## src/rtl/saturnPkg.sv

```systemverilog
package saturnPkg;

	// Bus widths
	localparam int CPU_DATA_W   = 32;
	localparam int PERIPH_DATA_W = 16;
	localparam int SMPC_DATA_W  = 8;
	localparam int MEM_ADDR_W   = 25;
	localparam int DQM_W        = 4;
	localparam int CD_RAM_ADDR_W = 18;
	localparam int SUB_ADDR_W   = 22;

	typedef logic [CPU_DATA_W-1:0]    word32T;
	typedef logic [PERIPH_DATA_W-1:0] word16T;
	typedef logic [SMPC_DATA_W-1:0]   byteT;
	typedef logic [MEM_ADDR_W-1:0]    memAddrT;
	typedef logic [DQM_W-1:0]         dqmT;
	typedef logic [CD_RAM_ADDR_W-1:0] cdRamAddrT;
	typedef logic [SUB_ADDR_W-1:0]    subAddrT;

	// Floating A-bus reads back as all ones
	localparam word16T A_BUS_OPEN = 16'hFFFF;

	// B-bus returns zero when nobody answers
	localparam word16T B_BUS_OPEN = 16'h0000;

	// SMPC byte is mirrored on every lane of the 32-bit bus
	localparam int SMPC_LANES = CPU_DATA_W / SMPC_DATA_W;

endpackage
```

## src/rtl/saturnInterconnect.sv

```systemverilog
module saturnInterconnect
	import saturnPkg::*;
(
	input  logic      CLK,
	input  logic      RST_N,

	// Main CPU bus
	input  memAddrT   cpuAddr,
	input  word32T    cpuWdata,
	input  dqmT       cpuDqmN,
	input  logic      cpuRdN,
	input  logic      cs3N,
	input  logic      dramCeN,
	input  logic      romCeN,
	input  logic      sramCeN,
	input  logic      smpcCeN,
	input  word32T    memDi,
	input  byteT      smpcDo,
	input  word32T    scuDo,
	input  logic      scuWaitN,
	input  logic      memWaitN,
	output word32T    cpuRdata,
	output logic      cpuWaitN,
	output memAddrT   memA,
	output word32T    memDo,
	output dqmT       memDqmN,
	output logic      memRdN,
	output logic      romCsN,
	output logic      sramCsN,
	output logic      ramlCsN,
	output logic      ramhCsN,

	// A-bus and B-bus
	input  logic      aCs0N,
	input  logic      aCs1N,
	input  logic      aCs2N,
	input  word16T    cartDo,
	input  word16T    cdDo,
	input  logic      cartWaitN,
	input  logic      cdWaitN,
	input  logic      bCs1N,
	input  logic      bCs2N,
	input  logic      bCssN,
	input  word16T    vdp1Do,
	input  word16T    vdp2Do,
	input  word16T    scspDo,
	output word16T    aDi,
	output logic      aWaitN,
	output word16T    bDi,

	// CD sub-CPU bus
	input  logic      cdCe,
	input  subAddrT   subAddr,
	input  word16T    subDo,
	input  logic      ramCs1N,
	input  logic      subWrlN,
	input  logic      subWrhN,
	input  logic      subRdN,
	input  word16T    hostSdo,
	input  logic      dack0N,
	input  logic      dack1N,
	input  word16T    cdRamQ,
	input  logic      cdRamRdy,
	output logic      shceR,
	output logic      shceF,
	output word16T    subDi,
	output logic      subWaitN,
	output cdRamAddrT cdRamA,
	output word16T    cdRamD,
	output logic [1:0] cdRamWe,
	output logic      cdRamRd,
	output logic      cdRamCs,

	// Run control
	input  logic      smpcCe,
	input  logic      vdp1Start,
	input  logic      vdp1CmdEnd,
	input  logic      dbgBreak,
	input  logic      dbgRun,
	input  logic      dbgPause,
	output logic      masterResetN,
	output logic      pause
);

	cpuBusRouter cpuBusRouter_i (
		.CLK(CLK), .RST_N(RST_N),
		.cpuAddr(cpuAddr), .cpuWdata(cpuWdata), .cpuDqmN(cpuDqmN),
		.cpuRdN(cpuRdN), .cs3N(cs3N),
		.dramCeN(dramCeN), .romCeN(romCeN), .sramCeN(sramCeN), .smpcCeN(smpcCeN),
		.memDi(memDi), .smpcDo(smpcDo), .scuDo(scuDo),
		.scuWaitN(scuWaitN), .memWaitN(memWaitN),
		.cpuRdata(cpuRdata), .cpuWaitN(cpuWaitN),
		.memA(memA), .memDo(memDo), .memDqmN(memDqmN), .memRdN(memRdN),
		.romCsN(romCsN), .sramCsN(sramCsN), .ramlCsN(ramlCsN), .ramhCsN(ramhCsN)
	);

	peripheralBusRouter peripheralBusRouter_i (
		.CLK(CLK), .RST_N(RST_N),
		.aCs0N(aCs0N), .aCs1N(aCs1N), .aCs2N(aCs2N),
		.cartDo(cartDo), .cdDo(cdDo), .cartWaitN(cartWaitN), .cdWaitN(cdWaitN),
		.bCs1N(bCs1N), .bCs2N(bCs2N), .bCssN(bCssN),
		.vdp1Do(vdp1Do), .vdp2Do(vdp2Do), .scspDo(scspDo),
		.aDi(aDi), .aWaitN(aWaitN), .bDi(bDi)
	);

	cdSubBus cdSubBus_i (
		.CLK(CLK), .RST_N(RST_N), .cdCe(cdCe),
		.subAddr(subAddr), .subDo(subDo),
		.ramCs1N(ramCs1N), .subWrlN(subWrlN), .subWrhN(subWrhN), .subRdN(subRdN),
		.hostSdo(hostSdo), .dack0N(dack0N), .dack1N(dack1N),
		.cdRamQ(cdRamQ), .cdRamRdy(cdRamRdy),
		.shceR(shceR), .shceF(shceF), .subDi(subDi), .subWaitN(subWaitN),
		.cdRamA(cdRamA), .cdRamD(cdRamD), .cdRamWe(cdRamWe),
		.cdRamRd(cdRamRd), .cdRamCs(cdRamCs)
	);

	runControl runControl_i (
		.CLK(CLK), .RST_N(RST_N),
		.smpcCe(smpcCe), .vdp1Start(vdp1Start), .vdp1CmdEnd(vdp1CmdEnd),
		.dbgBreak(dbgBreak), .dbgRun(dbgRun), .dbgPause(dbgPause),
		.masterResetN(masterResetN), .pause(pause)
	);

endmodule

```

## src/rtl/runControl.sv

```systemverilog
module runControl (
	input  logic CLK,
	input  logic RST_N,
	input  logic smpcCe,
	input  logic vdp1Start,
	input  logic vdp1CmdEnd,
	input  logic dbgBreak,
	input  logic dbgRun,
	input  logic dbgPause,

	output logic masterResetN,
	output logic pause
);

	logic breakLatch;
	logic started;

	// Held in reset until the SMPC clock first ticks
	always_ff @(posedge CLK or negedge RST_N) begin
		if (!RST_N) begin
			masterResetN <= 1'b0;
		end else if (smpcCe) begin
			masterResetN <= 1'b1;
		end
	end

	// Break on VDP1 start or command end, once a list has started
	always_ff @(posedge CLK or negedge RST_N) begin
		if (!RST_N) begin
			breakLatch <= 1'b0;
			started    <= 1'b0;
		end else if (vdp1Start) begin
			breakLatch <= dbgBreak;
			started    <= 1'b1;
		end else if (vdp1CmdEnd && started) begin
			breakLatch <= dbgBreak;
		end else if (dbgRun) begin
			breakLatch <= 1'b0;
		end
	end

	assign pause = dbgPause | breakLatch;

endmodule

```

## src/rtl/cdSubBus.sv

```systemverilog
module cdSubBus
	import saturnPkg::*;
(
	input  logic      CLK,
	input  logic      RST_N,
	input  logic      cdCe,

	input  subAddrT   subAddr,
	input  word16T    subDo,
	input  logic      ramCs1N,
	input  logic      subWrlN,
	input  logic      subWrhN,
	input  logic      subRdN,

	input  word16T    hostSdo,
	input  logic      dack0N,
	input  logic      dack1N,

	input  word16T    cdRamQ,
	input  logic      cdRamRdy,

	output logic      shceR,
	output logic      shceF,
	output word16T    subDi,
	output logic      subWaitN,

	output cdRamAddrT cdRamA,
	output word16T    cdRamD,
	output logic [1:0] cdRamWe,
	output logic      cdRamRd,
	output logic      cdRamCs
);

	logic shToggle;

	// Halve the CD clock enable into rise/fall phases
	always_ff @(posedge CLK or negedge RST_N) begin
		if (!RST_N) begin
			shToggle <= 1'b0;
		end else if (cdCe) begin
			shToggle <= ~shToggle;
		end
	end

	assign shceR = shToggle & cdCe;
	assign shceF = ~shToggle & cdCe;

	// Buffer RAM on CS1, everything else from the host interface
	assign subDi = !ramCs1N ? cdRamQ : hostSdo;

	assign subWaitN = cdRamRdy;

	// Word address, byte bit dropped
	assign cdRamA = subAddr[18:1];

	// DMA moves host data into the buffer RAM
	assign cdRamD = (!dack0N || !dack1N) ? hostSdo : subDo;

	assign cdRamCs = ~ramCs1N;
	assign cdRamWe = ~{subWrhN, subWrlN};
	assign cdRamRd = ~subRdN;

	shcePhaseExclusive: assert property (
		@(posedge CLK) disable iff (!RST_N)
		!(shceR && shceF)
	) else $error("Sub-CPU rise and fall enables active together");

endmodule

```

## src/rtl/peripheralBusRouter.sv

```systemverilog
module peripheralBusRouter
	import saturnPkg::*;
(
	input  logic   CLK,
	input  logic   RST_N,

	input  logic   aCs0N,
	input  logic   aCs1N,
	input  logic   aCs2N,
	input  word16T cartDo,
	input  word16T cdDo,
	input  logic   cartWaitN,
	input  logic   cdWaitN,

	input  logic   bCs1N,
	input  logic   bCs2N,
	input  logic   bCssN,
	input  word16T vdp1Do,
	input  word16T vdp2Do,
	input  word16T scspDo,

	output word16T aDi,
	output logic   aWaitN,
	output word16T bDi
);

	// A-bus: cartridge owns CS0 and CS1, CD host interface sits on CS2
	always_comb begin
		if (!aCs0N || !aCs1N) begin
			aDi = cartDo;
		end else if (!aCs2N) begin
			aDi = cdDo;
		end else begin
			aDi = A_BUS_OPEN;
		end
	end

	assign aWaitN = cartWaitN & cdWaitN;

	// B-bus priority VDP1, VDP2, SCSP
	always_comb begin
		if (!bCs1N) begin
			bDi = vdp1Do;
		end else if (!bCs2N) begin
			bDi = vdp2Do;
		end else if (!bCssN) begin
			bDi = scspDo;
		end else begin
			bDi = B_BUS_OPEN;
		end
	end

	bSelOneHot: assert property (
		@(posedge CLK) disable iff (!RST_N)
		$onehot0({~bCs1N, ~bCs2N, ~bCssN})
	) else $error("More than one B-bus select active");

endmodule

```

## src/rtl/cpuBusRouter.sv

```systemverilog
module cpuBusRouter
	import saturnPkg::*;
(
	input  logic    CLK,
	input  logic    RST_N,

	input  memAddrT cpuAddr,
	input  word32T  cpuWdata,
	input  dqmT     cpuDqmN,
	input  logic    cpuRdN,
	input  logic    cs3N,

	input  logic    dramCeN,
	input  logic    romCeN,
	input  logic    sramCeN,
	input  logic    smpcCeN,

	input  word32T  memDi,
	input  byteT    smpcDo,
	input  word32T  scuDo,
	input  logic    scuWaitN,
	input  logic    memWaitN,

	output word32T  cpuRdata,
	output logic    cpuWaitN,

	output memAddrT memA,
	output word32T  memDo,
	output dqmT     memDqmN,
	output logic    memRdN,
	output logic    romCsN,
	output logic    sramCsN,
	output logic    ramlCsN,
	output logic    ramhCsN
);

	logic memSel;

	// Any of the four external memories addressed
	assign memSel = !cs3N || !dramCeN || !romCeN || !sramCeN;

	always_comb begin
		if (memSel) begin
			cpuRdata = memDi;
		end else if (!smpcCeN) begin
			cpuRdata = {SMPC_LANES{smpcDo}};
		end else begin
			cpuRdata = scuDo;
		end
	end

	// Memory wait only matters while a memory is selected
	assign cpuWaitN = scuWaitN & (memWaitN | !memSel);

	assign memA    = cpuAddr;
	assign memDo   = cpuWdata;
	assign memDqmN = cpuDqmN;
	assign memRdN  = cpuRdN;

	assign romCsN  = romCeN;
	assign sramCsN = sramCeN;
	assign ramlCsN = dramCeN;
	assign ramhCsN = cs3N;

	// SMPC decode must never overlap a memory window
	smpcMemExclusive: assert property (
		@(posedge CLK) disable iff (!RST_N)
		!(!smpcCeN && memSel)
	) else $error("SMPC select active together with a memory select");

endmodule

```

## config.mk

```make
export PLATFORM = sky130hd
export DESIGN_NAME = saturnInterconnect
export DESIGN_NICKNAME = d
export VERILOG_FILES = /design/src/rtl/saturnPkg.sv /design/src/rtl/saturnInterconnect.sv /design/src/rtl/runControl.sv /design/src/rtl/cdSubBus.sv /design/src/rtl/peripheralBusRouter.sv /design/src/rtl/cpuBusRouter.sv
export SDC_FILE = /design/constraint.sdc
export NUM_CORES = 1
export LEC_CHECK = 0
export BUFFER_PORTS_ARGS = -buffer_cell sky130_fd_sc_hd__buf_2
export CAP_MARGIN = 40
export CORE_AREA = 2 2 198 200
export CTS_BUF_LIST = sky130_fd_sc_hd__clkbuf_8 sky130_fd_sc_hd__clkbuf_16
export DETAILED_ROUTE_END_ITERATION = 10
export DIE_AREA = 0 0 200 202
export MAX_ROUTING_LAYER = met4
export SLEW_MARGIN = 20
export SYNTH_ARGS = -nofsm -noshare
export SYNTH_HDL_FRONTEND = slang
export SYNTH_HIERARCHICAL = 1
export SYNTH_SLANG_ARGS = --single-unit
```

## constraint.sdc

```tcl
create_clock -name CLK -period 2.8 [get_ports CLK]
set_input_delay 0.56 -clock CLK [delete_from_list [all_inputs] [get_ports CLK]]
set_output_delay 0.56 -clock CLK [all_outputs]
set_load 0.03 [all_outputs]
```

Word-level counts from Yosys, hierarchy flattened

Index checks and enable logic that the tools add are counted.

Flip-flop bits (word level): 4
Word-level logic and storage cells: 42

Mux-type cells: 12
Bitwise gates (word level): 10
Reduce and logical (&&, ||, !) cells: 16

Operators by type and width:

| kind              | number |
|---|---|
| $mux 16           | 7 |
| $mux 32           | 2 |
| $logic_not 1->1   | 9 |
| $logic_or 1x1->1  | 5 |
| $and 1x1->1       | 4 |
| $mux 1            | 3 |
| $not 1->1         | 3 |
| $reduce_bool 3->1 | 1 |
| $not 2->2         | 1 |
| $or 1x1->1        | 2 |
| $logic_and 1x1->1 | 1 |

Logic depth before layout (Yosys ltp)

Gate-level depths: netlist (run 1).

Depth after elaboration: 7
Depth in mapped cells: 5
Gate-level depth less buffers: 2

By module

Netlist (run 1), hierarchy kept.

By module, submodules not included:

| module              | instances | cells each | area an instance (um^2) |
|---|---|---|---|
| cpuBusRouter        | 1         | 140        | 1530.2 |
| peripheralBusRouter | 1         | 129        | 827.0 |
| cdSubBus            | 1         | 63         | 641.9 |
| runControl          | 1         | 9          | 123.9 |

Least setup slack after synthesis (run 1)

Ideal clock, no wire load.

Path type: input-to-output
Start: input port cs3N
End: output port cpuRdata[10]
Arrival time: 1453 ps
Slack: 787 ps
Stages: 4
Path buffers: 2
Path through: and4_1 buf_2 buf_4 mux2_4

Longest elaborated chain between the ends: 5

Ends and longest elaborated chain:

| what                           | line                     | source |
|---|---|---|
| start: declaration             | saturnInterconnect.sv:12 | `input logic cs3N,` |
| $logic_not 1->1                | cpuBusRouter.sv:40       | `assign memSel = !cs3N \|\| !dramCeN \|\| !romCeN \|\| !sramCeN;` |
| $logic_or 1x1->1 (3 in series) | cpuBusRouter.sv:40       |  |
| $mux 32                        | cpuBusRouter.sv:43       | `if (memSel) begin` |
| end: declaration               | saturnInterconnect.sv:22 | `output word32T cpuRdata,` |

No other way between the ends.

Worst setup path after layout (run 1)

Start: input port cs3N
End: output port cpuRdata[7]

Same word-level chain as after synthesis.

==> results of run 1 <==
critical path: stages:
cell and delay (ns):
buf_2 0.08, and4_2 0.26, buf_4 0.34, mux2_4 0.33
buf_2 0.20
logic make-up after synthesis:
| family | count (synthesis) |
|---|---|
| xor gates and xnor gates | 1 |
| muxes | 97 |
| AOI/OAI and AO/OA | 50 |
| DFF | 4 |
| and+or+nand+nor | 74 |
| buffers and inverters | 115 |
area by class of cell:
type                    count  area, um2  share of cell area (%)
multi-input cells         222       2166                   45.54
repair buffers            342       1744                   36.67
well taps                 518      648.1                   13.63
flip-flops and latches      4      100.1                   2.105
clock buffers               3      75.07                   1.579
inverters                   4      15.01                  0.3157
diodes                      3      7.507                  0.1579
routing by layer:
metal / track usage [%] / wire (um)
met1: 5.692 / 5096
met2: 12.02 / 7294
met3: 1.585 / 1342
met4: 4.233 / 844
met5: - / 0
where the power goes:
| group | switching (uW) | leakage [uW] | internal, uW |
|---|---|---|---|
| clock | 37.6 | 0.0000370 | 182 |
| combinational | 516 | 0.00227 | 385 |
| sequential | 6.81 | 0.0000412 | 66.9 |
| total | 560 | 0.00235 | 634 |
cell usage after synthesis:
master    instances  share of area [%]
o21a_1            1               0.24
clkbuf_1          3               0.36
xor2_1            1               0.28
a21oi_2           1               0.28
a31oi_1          16                3.2
nor2_1           32                3.8
buf_4            88                 21
inv_1             4               0.48
clkbuf_2          1               0.16
dfrtp_1           4                3.2
mux2_2           26                9.4
buf_6             9                3.2
nand2b_1         16                3.2
buf_2             9                1.4
or2_2             3               0.60
buf_12            1               0.64
nand2_2           1               0.20
nor2b_1           2               0.40
and2_1            2               0.40
mux2_4           71                 34
a21oi_4          10                5.2
nand3b_1         16                3.8
and4_1            1               0.28
and2_4            1               0.28
a21oi_1          22                3.5
worst paths after layout:
kind,depth (start not counted),startpoint,endpoint
setup / recovery,5,cs3N,cpuRdata[7]
hold / removal,1,RST_N,runControl_i/masterResetN$_DFFE_PN0P_
setup reg to reg,2,runControl_i/started$_DFFE_PN0P_,runControl_i/breakLatch$_DFFE_PN0P_
hold reg to reg,1,runControl_i/masterResetN$_DFFE_PN0P_,runControl_i/masterResetN$_DFFE_PN0P_
max in group asynchronous,1,RST_N,runControl_i/started$_DFFE_PN0P_
min in group CLK,1,runControl_i/masterResetN$_DFFE_PN0P_,runControl_i/masterResetN$_DFFE_PN0P_
through the flow:
step	instances	util (%)	instance area, um2	power [uW]	hold WS [ns]
floorplan	341	-	3123	869.2	0.2644
finish	1096	12.42	4756	1194	0.1408
global route	1096	12.42	4756	1265	0.1475
detailed placement	1090	12.21	4673	985.4	0.3712
global placement	1090	12.21	4673	975.9	0.3684
CTS	1093	12.40	4748	1210	0.1423
state kept, by name, indices dropped and copies added, names as in the netlist:
register	cells
cdSubBus_i/shToggle	1
runControl_i/masterResetN	1
runControl_i/breakLatch	1
runControl_i/started	1
==> impl_metrics.ini, run 1 <==
[die]
core-area_mm2 = 0.03829
die_area_mm2 = 0.04040
core.rowCount = 72
die_y_um = 202
fp.dieW_um = 200
start_util_pct = 8.157
io_pins = 506

[yosys]
syn_nets = 656
synthMuxAreaShare_pct = 43.51
synth_top_family_by_area = multiplexers
synth_compound_area_share_pct = 12.46
syn_avg_cell_area_um2 = 9.158
ys_ff_latch = 4
syn_area_mm2 = 0.003123
synth-seq-area-share_pct = 3.205
synth_xor_area_share_pct = 0.2804
synth.distinct_cells = 25
synth_fa_ha_area_share_pct = 0
synth_warnings = 6
netlist_instances = 341
yosys.area_share.simple_pct = 13.06

[routing]
vias = 3377
ant_nets = 0
routed_wirelength_um = 14580
drc_errors = 0
drt-pass1-iter-count = 4
wl_per_cell_um = 13.30
routed_via_density = 3.081
drt_iter0_drc = 49

[clock_network]
post_cts_resized = 0
clock_sinks = 4
ctsLongestPathBuffers = 2
htree_levels = 1
worstSkewPairLatency_ns = 0.22
clk_pin_slew_ns = 0.03
postCtsSetupBuffers = 0
cts_root_buf = clkbuf_16
cts_tree = built
cts_buffers = 3
cts_hold_buf = 0

[timing]
worst_pin_slew_ns = 0.5042
relSlewSlack_pct = 66.39
fin_skew_ns = 0.00001507
finalSetupViolCount = 0
layout_setup_ws_ns = 0.4547
rsz0062_at_grt = no
fmax_ghz = 0.4264
layout_min_cycle_time_ns = 2.345
hold_violations = 0
finalSetupTns_ns = 0
finalMaxSlewViolations = 0
period_share_pct = 83.76

[finish]
post_route_cells_drive_above_1_share_pct = 79.83
syn_to_final_growth_pct = 52.28
layout_common_cells = buf_2, mux2_4, nor2_1
layout_commonest_cell = buf_2
nets = 892
nFillCells = 4431

[power_and_ir_drop]
p_per_area_mw_per_mm2 = 251.1
leakage_uw = 0.002352
ir_drop_v = 0.0001773

[grt]
grt_overflow = 0
antenna_found_initial = 3
grt_pass1_wl_um = 18480
grt_max_degree = 33
grt_pass1_vias = 3268
gr-usage-all-layers_pct = 6.445

[job]
maxCapViolations = 0

[worst_setup_path]
rrSetupSlack_ns = 1.86
crit_required_ns = 2.24
cp-start-kind = primary input
path_class = in2out
cp-end-kind = primary output
cp_max_fo = 18
cp.arrival_ns = 1.79

[place]
gp_congestion = 0.7799
pre_cts_slack_ns = 0.4300
dp_hpwl_um = 13280
port_buffers = 339

[outcome]
status = completed

[hold_path]
worstHoldPathType = in2async
Power figures use the tool's default switching activity.
==> run 2, diff against run 1 <==
--- a/config.mk
+++ b/config.mk
@@ -7,10 +7,10 @@
 export LEC_CHECK = 0
 export BUFFER_PORTS_ARGS = -buffer_cell sky130_fd_sc_hd__buf_2
 export CAP_MARGIN = 40
-export CORE_AREA = 2 2 198 200
+export CORE_AREA = 2 2 196 198
 export CTS_BUF_LIST = sky130_fd_sc_hd__clkbuf_8 sky130_fd_sc_hd__clkbuf_16
 export DETAILED_ROUTE_END_ITERATION = 10
-export DIE_AREA = 0 0 200 202
+export DIE_AREA = 0 0 198 200
 export MAX_ROUTING_LAYER = met4
 export SLEW_MARGIN = 20
 export SYNTH_ARGS = -nofsm -noshare
==> constraint.sdc (replaced) <==
create_clock -name CLK -period 2 [get_ports CLK]
set_input_delay 0.4 -clock CLK [delete_from_list [all_inputs] [get_ports CLK]]
set_output_delay 0.4 -clock CLK [all_outputs]
set_load 0.03 [all_outputs]
==> impl_metrics.ini, run 2 (synthesized netlist as in run 1, its figures left out) <==
[outcome]
status = completed

[worst_setup_path]
crit_family = buffers and inverters
cp-start-kind = primary input
crit_slowest_cell = mux2_2
cpPeakStageDelay_ns = 0.36
cp_max_fo = 16
cp.arrival_ns = 1.53
cp-end-kind = primary output
path_common_cell = buf_2
rr_startpoint = runControl_i/started$_DFFE_PN0P_
crit_required_ns = 1.60
r2r-end = runControl_i/breakLatch$_DFFE_PN0P_
worstPathCellList = buf_2 -> and4_4 -> buf_12 -> mux2_2 -> buf_2
path_class = in2out
critical_path_buf_inv_count = 3
rrSetupSlack_ns = 1.06
worst-r2r-cell-count = 2

[timing]
worst_pin_slew_ns = 0.4128
fin_skew_ns = 0.001752
layout_min_cycle_time_ns = 1.927
relSlewSlack_pct = 72.48
finalMaxSlewViolations = 0
fmax_ghz = 0.5189
finalSetupViolCount = 0
rsz0062_at_grt = no
hold_violations = 0
period_share_pct = 96.36
finalSetupTns_ns = 0

[clock_network]
ctsLongestPathBuffers = 2
clock_sinks = 4
htree_levels = 1
cts_root_buf = clkbuf_16
clk_pin_slew_ns = 0.03
cts_buffers = 3
worstSkewPairLatency_ns = 0.22
cts_tree = built
postCtsSetupBuffers = 0

[die]
die_area_mm2 = 0.03960
die_y_um = 200
fp.dieW_um = 198
start_util_pct = 8.350
core.rowCount = 71
core-area_mm2 = 0.03740
io_pins = 506

[finish]
layout_commonest_cell = buf_2
final_cell_count_no_fill = 1095
diodes = 0
syn_to_final_growth_pct = 56.21
layout_common_cells = buf_2, mux2_4, nor2_1
nets = 901
post_route_cells_drive_above_1_share_pct = 79.97

[place]
port_buffers = 339
gp_congestion = 0.6818
place_inst = 1090
dp_hpwl_um = 12150

[power_and_ir_drop]
leakage_uw = 0.002420
p_seq_share_pct = 6.1
p_per_area_mw_per_mm2 = 344.7
p_int_uw = 908.8
p_comb_share_pct = 75.7
ir_drop_v = 0.0003202
p_switching_uw = 772.9
netSwitchingFraction_pct = 45.96
clkPwrFrac_pct = 18.1

[routing]
drt_iter0_drc = 57
vias = 3355
drc_errors = 0
ant_nets = 0
wl_per_cell_um = 12.43
routed_via_density = 3.064
routed_wirelength_um = 13610
drt-pass1-iter-count = 4

[grt]
antenna_found_initial = 0
grt_max_degree = 33
gr-usage-all-layers_pct = 5.825
grt_pass1_wl_um = 16840
grt_overflow = 0
grt_pass1_vias = 3029

[job]
maxCapViolations = 0

[hold_path]
worstHoldPathType = in2reg
worstHoldStart = smpcCe
hold_depth = 2
min_to = runControl_i/masterResetN$_DFFE_PN0P_
[run 2: power by group through the flow]
| stage | clock [uW] | combinational [uW] | sequential (uW) |
|---|---|---|---|
| detailed placement | 0 | 1280 | 104 |
| floorplan | 0 | 1110 | 102 |
| global placement | 0 | 1270 | 104 |
| CTS | 311 | 1290 | 104 |
| global route | 322 | 1360 | 105 |
| finish | 305 | 1270 | 103 |
[run 2: what timing repair did]
action | 4_1_cts | 5_1_grt
resized for setup | 0 | 1
endpoints found under the hold margin | 4 | 0
hold buffers | 1 | 0
endpoints found under the setup margin | 0 | 6
[run 2: worst max-delay path by stage]
stage / to / slack (ns) / cells after the start / startpoint
after floorplan: cpuRdata[10] / 0.31 / 4 / cs3N
after global placement: cpuRdata[31] / 0.02 / 5 / cs3N
after detailed placement: cpuRdata[31] / 0.003 / 5 / cs3N
after CTS: cpuRdata[31] / 0.0002 / 5 / cs3N
after global routing: cpuRdata[31] / 0.01 / 5 / cs3N
final: cpuRdata[31] / 0.07 / 5 / cs3N
[run 2: area by class of cell]
class	count	area, um2
Clock buffer	3	75.07
Inverter	4	15.01
Tap cell	511	639.4
Timing Repair Buffer	351	1882
Multi-Input combinational cell	222	2167
Fill cell	4298	32520
Sequential cell	4	100.1
[run 2: routing by layer]
metal  up-vias  routed length, um  GRT usage [%]
met4         0                427          2.200
met3        48               1274          1.680
met2       209               6623          10.32
met5         -                  0              -
li1       1581                  -              -
met1      1517               5283          6.155
[run 2: per-stage QoR]
step	power [uW]	utilization, %	area [um2]	hold WS [ns]	worst slack (ns)
4_1_cts	1701	12.97	4852	0.3703	0.0001591
6_report	1682	13.04	4878	0.3715	0.07282
3_5_place_dp	1385	12.75	4767	0.2111	0.003443
2_1_floorplan	1217	-	3123	0.1044	0.3066
5_1_grt	1789	13.04	4878	0.3868	0.01339
3_3_place_gp	1372	12.75	4767	0.2065	0.02162
==> run 3, diff against run 2 <==
--- a/config.mk
+++ b/config.mk
@@ -12,6 +12,7 @@
 export DETAILED_ROUTE_END_ITERATION = 10
 export DIE_AREA = 0 0 198 200
 export MAX_ROUTING_LAYER = met4
+export REMOVE_ABC_BUFFERS = 1
 export SLEW_MARGIN = 20
 export SYNTH_ARGS = -nofsm -noshare
 export SYNTH_HDL_FRONTEND = slang
==> impl_metrics.ini, run 3 (synthesized netlist as in run 1, its figures left out) <==
[grt]
gr-usage-all-layers_pct = 9.406
grt_overflow = 0
antenna_found_initial = 9
grt_max_degree = 34
grt_pass1_wl_um = 24250
grt_pass1_vias = 3120

[routing]
routed_via_density = 3.232
vias = 3552
wl_per_cell_um = 18.99
drc_errors = 0
drt_iter0_drc = 128
routed_wirelength_um = 20870
drt-pass1-iter-count = 5
ant_nets = 0

[power_and_ir_drop]
p_comb_share_pct = 75.3
p_switching_uw = 758.0
p_total_uw = 1664
ir_drop_v = 0.0002384
netSwitchingFraction_pct = 45.55
p_per_area_mw_per_mm2 = 341.8
clkPwrFrac_pct = 18.5
leakage_uw = 0.002415
p_int_uw = 906.2
p_seq_share_pct = 6.2

[worst_setup_path]
cp-end-kind = primary output
rr_startpoint = runControl_i/started$_DFFE_PN0P_
path_class = in2out
cp.arrival_ns = 1.54
rrSetupSlack_ns = 1.05
worst-r2r-cell-count = 2
cp_max_fo = 20
r2r-end = runControl_i/breakLatch$_DFFE_PN0P_
crit_required_ns = 1.60
cp-start-kind = primary input

[finish]
post_route_cells_drive_above_1_share_pct = 80.00
syn_to_final_growth_pct = 55.89
layout_common_cells = buf_2, mux2_4, nor2_1
final_cell_area_mm2 = 0.004868
final_cell_count_no_fill = 1099
nets = 902
layout_commonest_cell = buf_2

[clock_network]
htree_levels = 1
cts_root_buf = clkbuf_16
worstSkewPairLatency_ns = 0.22
cts_buffers = 3
cts_tree = built
clock_sinks = 4
ctsLongestPathBuffers = 2
clk_pin_slew_ns = 0.03

[die]
start_util_pct = 8.350
die_y_um = 200
fp.dieW_um = 198
die_area_mm2 = 0.03960
io_pins = 506
core-area_mm2 = 0.03740
core.rowCount = 71

[place]
port_buffers = 339
placed_area_mm2 = 0.004750
dp_hpwl_um = 18260
gp_congestion = 0.7499
place_inst = 1091

[outcome]
status = completed

[job]
maxCapViolations = 0

[timing]
hold_violations = 0
relSlewSlack_pct = 74.45
hold_ws_ns = 0.3807
fin_skew_ns = 0.0009751
period_share_pct = 97.05
layout_min_cycle_time_ns = 1.941
finalMaxSlewViolations = 0
worst_pin_slew_ns = 0.3833
finalSetupViolCount = 0
fmax_ghz = 0.5152
rsz0062_at_grt = no

[hold_path]
min_to = runControl_i/masterResetN$_DFFE_PN0P_
hold_depth = 2
worstHoldStart = smpcCe
worstHoldPathType = in2reg
run 3: cell count changes in the layout (fill, tap and decap cells not counted):
cell / delta
buf_12: -2
diode_2: +3
buf_4: +3
run 3: worst max path at each step:
stage	start	to	slack, ns	cells after the start
after floorplan	cs3N	cpuRdata[0]	-0.59	2
after CTS	cs3N	cpuRdata[28]	0.03	5
final	smpcCeN	cpuRdata[27]	0.06	5
after global placement	cs3N	cpuRdata[0]	0.03	5
after detailed placement	cs3N	cpuRdata[28]	0.03	5
after global routing	cs3N	cpuRdata[0]	0.008	5
run 3: layout make-up:
cell class,count,area [um2]
inverters,4,15.01
flip-flops and latches,4,100.1
repair buffers,352,1864
fillers,4258,32530
clock buffers,3,75.07
diodes,3,7.507
multi-input cells,222,2167
well taps,511,639.4
run 3: what timing repair did:
item,in CTS,in global routing
buffers inserted,0,0
hold endpoints to repair,4,0
setup endpoints to repair,0,2
gates resized for setup,0,1
hold buffers,1,0
run 3: through the flow:
step	setup WS, ns	TNS, ns	utilization (%)
floorplan	-0.5867	-15.99	-
global placement	0.03100	0	12.70
detailed placement	0.02941	0	12.70
CTS	0.02941	0	12.93
global route	0.007758	0	13.02
finish	0.05895	0	13.02
run 3: power groups by stage:
stage	Sequential (uW)	Clock, uW	Combinational [uW]
after global routing	107	322	1330
after detailed placement	104	0	1260
final	103	309	1250
after global placement	104	0	1240
after floorplan	102	0	726
after CTS	104	315	1260
run 3: worst max-delay path, stage by stage:
cell and delay, ns:
buf_2 0.16, buf_12 0.21, mux2_4 0.33, mux2_4 0.25, buf_2 0.17
run 3: routing by layer:
layer,wire (um),GRT usage (%),up-vias
met1,6817,7.851,1524
met4,141,0.4456,0
met3,5180,11.02,16
met5,0,-,-
li1,-,-,1587
met2,8727,14.35,425
